<file path="src/hdl/starfield_defines.svh">
`ifndef STARFIELD_DEFINES_SVH
`define STARFIELD_DEFINES_SVH

// video timing, small values for simulation
`define STAR_H_TOTAL   288 // pixels per line
`define STAR_HS_START  272 // first hdump with hs high
`define STAR_HS_END    280 // first hdump with hs low again
`define STAR_V_TOTAL   20  // lines per frame
`define STAR_VB_START  16  // vb high from here to the last line
`define STAR_CEN_DIV   2   // clocks per pixel enable

// one star word per 32-pixel column group
`define STAR_CACHE_DEPTH 16

// star rom port
`define STAR_ADDR_W 13
`define STAR_DATA_W 32

`endif

</file>
<file path="src/hdl/starfield_pkg.sv">
package starfield_pkg;

    // one byte of the star rom, as cached per column group
    typedef struct packed {
        logic [2:0] pal_id; // palette, bit 2 picks the blink counter
        logic [4:0] pos;    // x offset inside the 32-pixel group
    } star_entry_t;

    // line fetch sequencing
    typedef enum logic [1:0] {
        IDLE = 2'd0, // waiting for hs to fall
        REQ  = 2'd1, // wishbone reads in progress
        DONE = 2'd2  // one cycle after the last ack
    } fetch_state_t;

    // pixel handed to the layer mixer
    typedef struct packed {
        logic [2:0] pal;   // palette
        logic [3:0] color; // 15 is transparent
    } star_pxl_t;

endpackage

</file>
<file path="src/hdl/video_timer.sv">
`timescale 1ns/1ps
`include "starfield_defines.svh"

module video_timer (
    input  logic       clk,
    input  logic       rst,
    output logic       pxl_cen,
    output logic       hs,
    output logic       vb,
    output logic [8:0] hdump,
    output logic [8:0] vdump
);

    localparam int CEN_W = $clog2(`STAR_CEN_DIV);

    logic [CEN_W-1:0] cen_cnt;
    logic [8:0]       h_next;
    logic [8:0]       v_next;
    logic             h_wrap;

    // clock divider for the pixel enable
    always_ff @(posedge clk or posedge rst) begin
        if (rst) begin
            cen_cnt <= '0;
            pxl_cen <= 1'b0;
        end else begin
            if (cen_cnt == CEN_W'(`STAR_CEN_DIV - 1)) begin
                cen_cnt <= '0;
            end else begin
                cen_cnt <= cen_cnt + 1'b1;
            end
            pxl_cen <= cen_cnt == CEN_W'(`STAR_CEN_DIV - 1); // one clk in DIV
        end
    end

    // next position, decoded ahead so hs/vb line up with the counters
    always_comb begin
        h_wrap = hdump == 9'(`STAR_H_TOTAL - 1);
        h_next = h_wrap ? 9'd0 : hdump + 9'd1;
        v_next = vdump;
        if (h_wrap) begin
            // line end
            v_next = (vdump == 9'(`STAR_V_TOTAL - 1)) ? 9'd0 : vdump + 9'd1;
        end
    end

    always_ff @(posedge clk or posedge rst) begin
        if (rst) begin
            hdump <= '0;
            vdump <= '0;
            hs    <= 1'b0;
            vb    <= 1'b0;
        end else if (pxl_cen) begin
            hdump <= h_next;
            vdump <= v_next;
            hs    <= h_next >= 9'(`STAR_HS_START) && h_next < 9'(`STAR_HS_END);
            vb    <= v_next >= 9'(`STAR_VB_START); // last lines of the frame
        end
    end

endmodule

</file>
<file path="src/hdl/star_fetch_fsm.sv">
`timescale 1ns/1ps
`include "starfield_defines.svh"

module star_fetch_fsm (
    input  logic                      clk,
    input  logic                      rst,
    input  logic                      hs,
    input  logic [8:0]                vdump,
    input  logic [8:0]                hpos,
    input  logic [8:0]                vpos,
    input  logic                      flip,
    input  logic                      wb_ack,
    input  logic [`STAR_DATA_W-1:0]   wb_dat,
    output logic                      wb_cyc,
    output logic                      wb_stb,
    output logic [`STAR_ADDR_W-1:0]   wb_adr,
    output logic                      cache_we,
    output logic [3:0]                cache_wr_idx,
    output starfield_pkg::star_entry_t cache_wr_data
);

    starfield_pkg::fetch_state_t state;

    logic       hs_l;     // hs one clk ago
    logic       hs_fall;
    logic [3:0] idx;      // column group being fetched
    logic [8:0] veff;     // effective line, held for the whole fetch
    logic [3:0] col_sum;
    logic [3:0] rom_hpos;

    assign hs_fall = hs_l & ~hs;

    // rom column for group idx, modulo 16 on purpose
    always_comb begin
        col_sum  = ~hpos[8:5] + idx + 4'd2;
        rom_hpos = ~(col_sum ^ {4{flip}});
    end

    // classic cycle, held steady until ack
    assign wb_cyc = state == starfield_pkg::REQ;
    assign wb_stb = state == starfield_pkg::REQ;
    assign wb_adr = {rom_hpos, veff};

    assign cache_we      = wb_cyc & wb_ack;
    assign cache_wr_idx  = idx;
    assign cache_wr_data = starfield_pkg::star_entry_t'(wb_dat[7:0]); // low byte only

    always_ff @(posedge clk or posedge rst) begin
        if (rst) begin
            state <= starfield_pkg::IDLE;
            hs_l  <= 1'b0;
            idx   <= '0;
            veff  <= '0;
        end else begin
            hs_l <= hs;
            case (state)
                starfield_pkg::IDLE: begin
                    if (hs_fall) begin // hs while busy is dropped
                        state <= starfield_pkg::REQ;
                        idx   <= '0;
                        veff  <= (vpos + vdump) ^ {9{flip}};
                    end
                end
                starfield_pkg::REQ: begin
                    if (wb_ack) begin
                        if (idx == 4'(`STAR_CACHE_DEPTH - 1)) begin
                            state <= starfield_pkg::DONE; // 16th word in
                        end else begin
                            idx <= idx + 4'd1;
                        end
                    end
                end
                starfield_pkg::DONE: state <= starfield_pkg::IDLE;
                default:             state <= starfield_pkg::IDLE;
            endcase
        end
    end

endmodule

</file>
<file path="src/hdl/star_line_cache.sv">
`timescale 1ns/1ps
`include "starfield_defines.svh"

module star_line_cache (
    input  logic                       clk,
    input  logic                       we,
    input  logic [3:0]                 wr_idx,
    input  starfield_pkg::star_entry_t wr_data,
    input  logic [3:0]                 rd_idx,
    output starfield_pkg::star_entry_t rd_data
);

    // one word per column group of the coming line
    starfield_pkg::star_entry_t mem [`STAR_CACHE_DEPTH];

    // write port, from the fetch
    always_ff @(posedge clk) begin
        if (we) begin
            mem[wr_idx] <= wr_data;
        end
    end

    // read port, one clk behind the address
    always_ff @(posedge clk) begin
        rd_data <= mem[rd_idx];
    end

endmodule

</file>
<file path="src/hdl/star_pixel.sv">
`timescale 1ns/1ps

module star_pixel (
    input  logic                       clk,
    input  logic                       rst,
    input  logic                       pxl_cen,
    input  logic                       vb,
    input  logic [8:0]                 hdump,
    input  logic [8:0]                 hpos,
    input  logic                       flip,
    input  starfield_pkg::star_entry_t rd_data,
    output logic [3:0]                 rd_idx,
    output starfield_pkg::star_pxl_t   pxl
);

    logic [8:0]                 heff;
    logic [4:0]                 hlo_q;  // heff[4:0] of the previous enable
    starfield_pkg::star_entry_t star_q; // cache word of the previous enable
    logic [4:0]                 p;
    logic                       lit;
    logic                       vb_l;
    logic [3:0]                 fcnt;
    logic [3:0]                 cnt15;
    logic [3:0]                 cnt16;

    // scrolled, flipped x position
    assign heff   = (hpos + hdump) ^ {9{flip}};
    assign rd_idx = heff[8:5]; // column group

    always_comb begin
        p   = star_q.pos ^ {5{flip}};
        lit = p == hlo_q && p != 5'd15; // 15 means empty group
    end

    // first pipeline stage
    always_ff @(posedge clk or posedge rst) begin
        if (rst) begin
            hlo_q  <= '0;
            star_q <= '0;
        end else if (pxl_cen) begin
            hlo_q  <= heff[4:0];
            star_q <= rd_data;
        end
    end

    // frame count and blink
    always_ff @(posedge clk or posedge rst) begin
        if (rst) begin
            vb_l  <= 1'b0;
            fcnt  <= '0;
            cnt15 <= '0;
            cnt16 <= '0;
        end else if (pxl_cen) begin
            vb_l <= vb;
            if (vb && !vb_l) begin
                fcnt <= fcnt + 4'd1;
                if (fcnt == 4'd15) begin
                    // every 16 frames
                    cnt15 <= (cnt15 == 4'd14) ? 4'd0 : cnt15 + 4'd1; // never transparent
                    cnt16 <= cnt16 + 4'd1; // reaches 15, star blanks
                end
            end
        end
    end

    // output pixel, second stage
    always_ff @(posedge clk or posedge rst) begin
        if (rst) begin
            pxl.pal   <= 3'd0;
            pxl.color <= 4'd15;
        end else if (pxl_cen) begin
            pxl.pal <= star_q.pal_id;
            if (lit) begin
                pxl.color <= star_q.pal_id[2] ? cnt15 : cnt16;
            end else begin
                pxl.color <= 4'd15;
            end
        end
    end

endmodule

</file>
<file path="src/hdl/starfield_top.sv">
`timescale 1ns/1ps
`include "starfield_defines.svh"

module starfield_top (
    input  logic                     clk,
    input  logic                     rst,
    // scroll and flip registers
    input  logic [8:0]               hpos,
    input  logic [8:0]               vpos,
    input  logic                     flip,
    // star rom, wishbone classic master
    output logic                     wb_cyc,
    output logic                     wb_stb,
    output logic [`STAR_ADDR_W-1:0]  wb_adr,
    input  logic                     wb_ack,
    input  logic [`STAR_DATA_W-1:0]  wb_dat,
    // video
    output logic                     pxl_cen,
    output logic                     hs,
    output logic                     vb,
    output logic [8:0]               hdump,
    output logic [8:0]               vdump,
    output starfield_pkg::star_pxl_t pxl
);

    logic                       cache_we;
    logic [3:0]                 cache_wr_idx;
    starfield_pkg::star_entry_t cache_wr_data;
    logic [3:0]                 rd_idx;
    starfield_pkg::star_entry_t rd_data;

    video_timer u_timer (
        .clk     (clk),
        .rst     (rst),
        .pxl_cen (pxl_cen),
        .hs      (hs),
        .vb      (vb),
        .hdump   (hdump),
        .vdump   (vdump)
    );

    // fills the cache during horizontal blank
    star_fetch_fsm u_fetch (
        .clk           (clk),
        .rst           (rst),
        .hs            (hs),
        .vdump         (vdump),
        .hpos          (hpos),
        .vpos          (vpos),
        .flip          (flip),
        .wb_ack        (wb_ack),
        .wb_dat        (wb_dat),
        .wb_cyc        (wb_cyc),
        .wb_stb        (wb_stb),
        .wb_adr        (wb_adr),
        .cache_we      (cache_we),
        .cache_wr_idx  (cache_wr_idx),
        .cache_wr_data (cache_wr_data)
    );

    star_line_cache u_cache (
        .clk     (clk),
        .we      (cache_we),
        .wr_idx  (cache_wr_idx),
        .wr_data (cache_wr_data),
        .rd_idx  (rd_idx),
        .rd_data (rd_data)
    );

    star_pixel u_pixel (
        .clk     (clk),
        .rst     (rst),
        .pxl_cen (pxl_cen),
        .vb      (vb),
        .hdump   (hdump),
        .hpos    (hpos),
        .flip    (flip),
        .rd_data (rd_data),
        .rd_idx  (rd_idx),
        .pxl     (pxl)
    );

endmodule

</file>
<file path="config.mk">
export PLATFORM = sky130hd
export DESIGN_NAME = starfield_top
export DESIGN_NICKNAME = d
export VERILOG_FILES = /design/src/hdl/starfield_pkg.sv /design/src/hdl/video_timer.sv /design/src/hdl/star_fetch_fsm.sv /design/src/hdl/star_line_cache.sv /design/src/hdl/star_pixel.sv /design/src/hdl/starfield_top.sv
export VERILOG_INCLUDE_DIRS = /design/src /design/src/hdl
export SDC_FILE = /design/constraint.sdc
export NUM_CORES = 1
export LEC_CHECK = 0
export ABC_AREA = 0
export BUFFER_PORTS_ARGS = -buffer_cell sky130_fd_sc_hd__buf_4
export CAP_MARGIN = 0
export CORE_MARGIN = 2
export CORE_UTILIZATION = 40
export DETAILED_ROUTE_END_ITERATION = 16
export PLACE_DENSITY = 0.61
export SKIP_LAST_GASP = 1
export SLEW_MARGIN = 20
export SYNTH_ARGS = -nofsm -noshare
export SYNTH_HDL_FRONTEND = slang
export SYNTH_SLANG_ARGS = --single-unit
</file>
<file path="constraint.sdc">
create_clock -name clk -period 3 [get_ports clk]
set_input_delay 0.9 -clock clk [delete_from_list [all_inputs] [get_ports clk]]
set_output_delay 0.9 -clock clk [all_outputs]
set_load 0.05 [all_outputs]
</file>
==> reports/qor.yml <==
floorplan:
  dieWidth_microns: 157
  die_h_microns: 157
  rows: 56
  core_sq_um: 23300
  num_io_pins: 97
  dieArea_sq_um: 24700
  start_util_pct: 40.3
place:
  buffer_ports.inserted: 72
  placed_cells: 1060
  gp_congestion: 0.818
  hpwl_microns: 13600
synthesis:
  ys_warn_count: 0
  synth_cell_types: 53
  synth.ff_latch_count: 207
  synth_cells: 652
  ys.flop_type: "edfxtp_1"
  syn_area_per_cell_sq_um: 14.4
  synth_top_cell_area_share_pct: 41.0
  netlist_area_sq_um: 9370
  async_flop_share_pct: 34.3
  yosys.cell_count.top_type: "edfxtp_1"
  yosys.area.top_type: "edfxtp_1"
  synth_area_leaders: "edfxtp_1 41%, dfrtp_1 18%, mux4_2 7.4%"
  yosysSeqAreaShare_pct: 61.7
  synth_nets: 737
  synth_common_cells: "128 x edfxtp_1, 67 x dfrtp_1, 46 x xnor2_1, 39 x nand2_1, 31 x mux4_2"
  synth_edf_count: 128
job:
  max_cap_violations: 0
worst_setup_path:
  rr_startpoint: "u_timer.hdump[0]$_DFFE_PP0P_"
  crit_type: "input pin to primary output"
  cp_slowest_stage_delay_ns: 0.57
  crit_top_cell: "ha_4"
  cp_data_arrival_time_ns: 2.32
  slowest_stage: "fa_2"
  cp.required_ns: 2.10
  worstPathCellList: "buf_8, ha_4, inv_2, ha_4, fa_2, xnor2_4, buf_6"
  path_max_fanout: 2
  cp_num_buf_inv: 3
  cp-end-kind: "primary output"
  startpoint_type: "input pin"
  critPathTopFamily: "adder cells"
  worst-r2r-setup-slack_ns: 0.18
  crit_start: "hpos[6]"
route:
  drc: 0
  wire_per_inst_microns: 17.9
  routed_wl_microns: 19800
  vias_per_cell: 5.05
  drt_iter0_drc: 365
  drt-pass1-iter-count: 4
  antenna_left: 0
  route.vias.total: 5607
timing:
  setup_viol: 2
  timing.fmax_mhz: 310
  setup_ws_ns: -0.225
  slew_viol_final: 0
  hold_ws_ns: 0.385
  tns_ns: -0.292
  grt_setup_unrepaired: "yes"
  finalCritPeriodShare_pct: 107
  finClkSkew_ns: 0.0168
  hold_viol: 0
  post-route-min-period_ns: 3.22
  worst_pin_slew_ns: 0.684
  relSlewSlack_pct: 54.3
grt:
  grt_overflow: 0
  grt_max_degree: 43
  grt_antenna_before_repair: 0
  first_global_vias: 5750
  grt_pass1_wl_microns: 31300
  grt_usage_pct: 16.3
layout:
  drive_gt1_share_pct: 31.4
  final-instance-count-excl-fill: 1110
  insertedDiodeCount: 0
  utilization_pct: 50.3
  fin_nets: 860
  fillCellCount: 1987
  area_delta_synth_final_pct: 24.9
pwr:
  power.density_nw_per_um2: 712
  power_uw: 8340
  leakage_uw: 0.00463
  vdd_ir_drop_max_uv: 513
clock_tree:
  clk_path_buf_depth: 3
  path_clk_slew_ns: 0.06
  insertion_delay_ns: 0.51
  root_buffer: "clkbuf_16"
  ctsHoldBuffers: 0
  cts-buffers-inserted: 22
  cts_tree: "yes"
  htreeDepth: 1
  cts_sinks: 207
worst_hold_path:
  hp-start: "u_timer.cen_cnt$_DFF_PP0_"
  hp-class: "flip-flop to flip-flop"
outcome:
  failed_checks: "negative setup slack"
  status: "finished with violations"
[power breakdown]
part	switching, uW	internal, uW
clock	1090	1950
combinational	1000	839
sequential	161	3300
total	2250	6080
[flip-flops by register name, summed over array words and instances, names as in the netlist, 2 cells and up]
name	flops
u_timer.vdump	9
u_pixel.cnt16	4
u_fetch.veff	9
u_cache.rd_data	8
u_pixel.cnt15	4
u_fetch.cache_wr_idx	4
u_fetch.state	2
u_cache.mem	128
u_pixel.pxl	7
u_timer.hdump	9
u_pixel.fcnt	4
u_pixel.hlo_q	5
u_pixel.star_q	8
[layout make-up]
class | instances | area [sq um] | area share, %
clock inverters | 13 | 215 | 1.84
clock buffers | 27 | 604 | 5.16
flip-flops and latches | 207 | 5790 | 49.4
multi-input cells | 397 | 3600 | 30.7
repair buffers | 126 | 1030 | 8.76
well taps | 319 | 399 | 3.41
inverters | 21 | 78.8 | 0.673
[routing by layer]
layer	up-vias	track usage, %	wire length (microns)
met2	112	27.4	9490
li1	2653	-	-
met4	0	3.29	225
met5	-	0	0
met1	2821	22.4	9140
met3	21	2.92	973
[through the flow]
| stage | setup slack, ns | cell area (sq um) |
|---|---|---|
| 2_1_floorplan | -0.219 | 9510 |
| 6_report | -0.225 | 11700 |
| 3_5_place_dp | -0.640 | 10700 |
| 4_1_cts | -0.233 | 11600 |
| 3_3_place_gp | -0.621 | 10700 |
| 5_1_grt | -0.261 | 11700 |
[cells by family after synthesis]
kind of cell	Yosys count	synth area share (%)
adder cells (fa/ha/maj)	31	4.38
AO/OA/AOI/OAI	76	4.86
multiplexers	82	13.2
buffers and inverters	48	2.08
AND/OR/NAND/NOR	144	7.69
XOR/XNOR	64	6.06
flip-flops	207	61.7
[worst paths after layout]
path,to,cells past startpoint
worst max-delay path,wb_adr[11],7
worst min-delay path,u_timer.pxl_cen$_DFF_PP0_,0
worst max register to register,u_cache.rd_data[6]$_DFF_P_,11
worst min register to register,u_timer.pxl_cen$_DFF_PP0_,0
max in group asynchronous,u_pixel.pxl[0]$_DFFE_PP1P_,3
min in group asynchronous,u_timer.vdump[8]$_DFFE_PP0P_,2
[cell usage in the layout, fill, tap and decap left out, types with 3 or more instances in the layout]
master and n:
xnor2_2 3, o21ai_0 26, xnor2_4 5, nor3b_1 3
ha_4 3, buf_6 4, dfrtp_1 66, buf_4 116
nor3_1 3, dfxtp_1 8, clkinv_2 4, a21oi_1 21
mux4_2 31, ha_1 24, xnor2_1 39, and3_1 9
nor2_1 30, edfxtp_1 128, a21boi_0 3, mux2_2 22
inv_1 17, and2_1 16, nand3_1 15, bufinv_16 6
nand2_1 39, clkbuf_16 23, a31oi_1 3, o31ai_1 4
dfstp_2 4, buf_12 4, or3_1 5, mux2i_1 27
nand4_1 10, and3b_1 3, inv_2 4, xor2_1 17
[timing repair]
item | CTS | global route
setup endpoints to repair | 9 | 10
gates cloned | 0 | 0
resized for setup | 13 | 10
pin swaps | 3 | 6
setup buffers | 1 | 9
No activity file was read; power rests on OpenSTA's default activity.
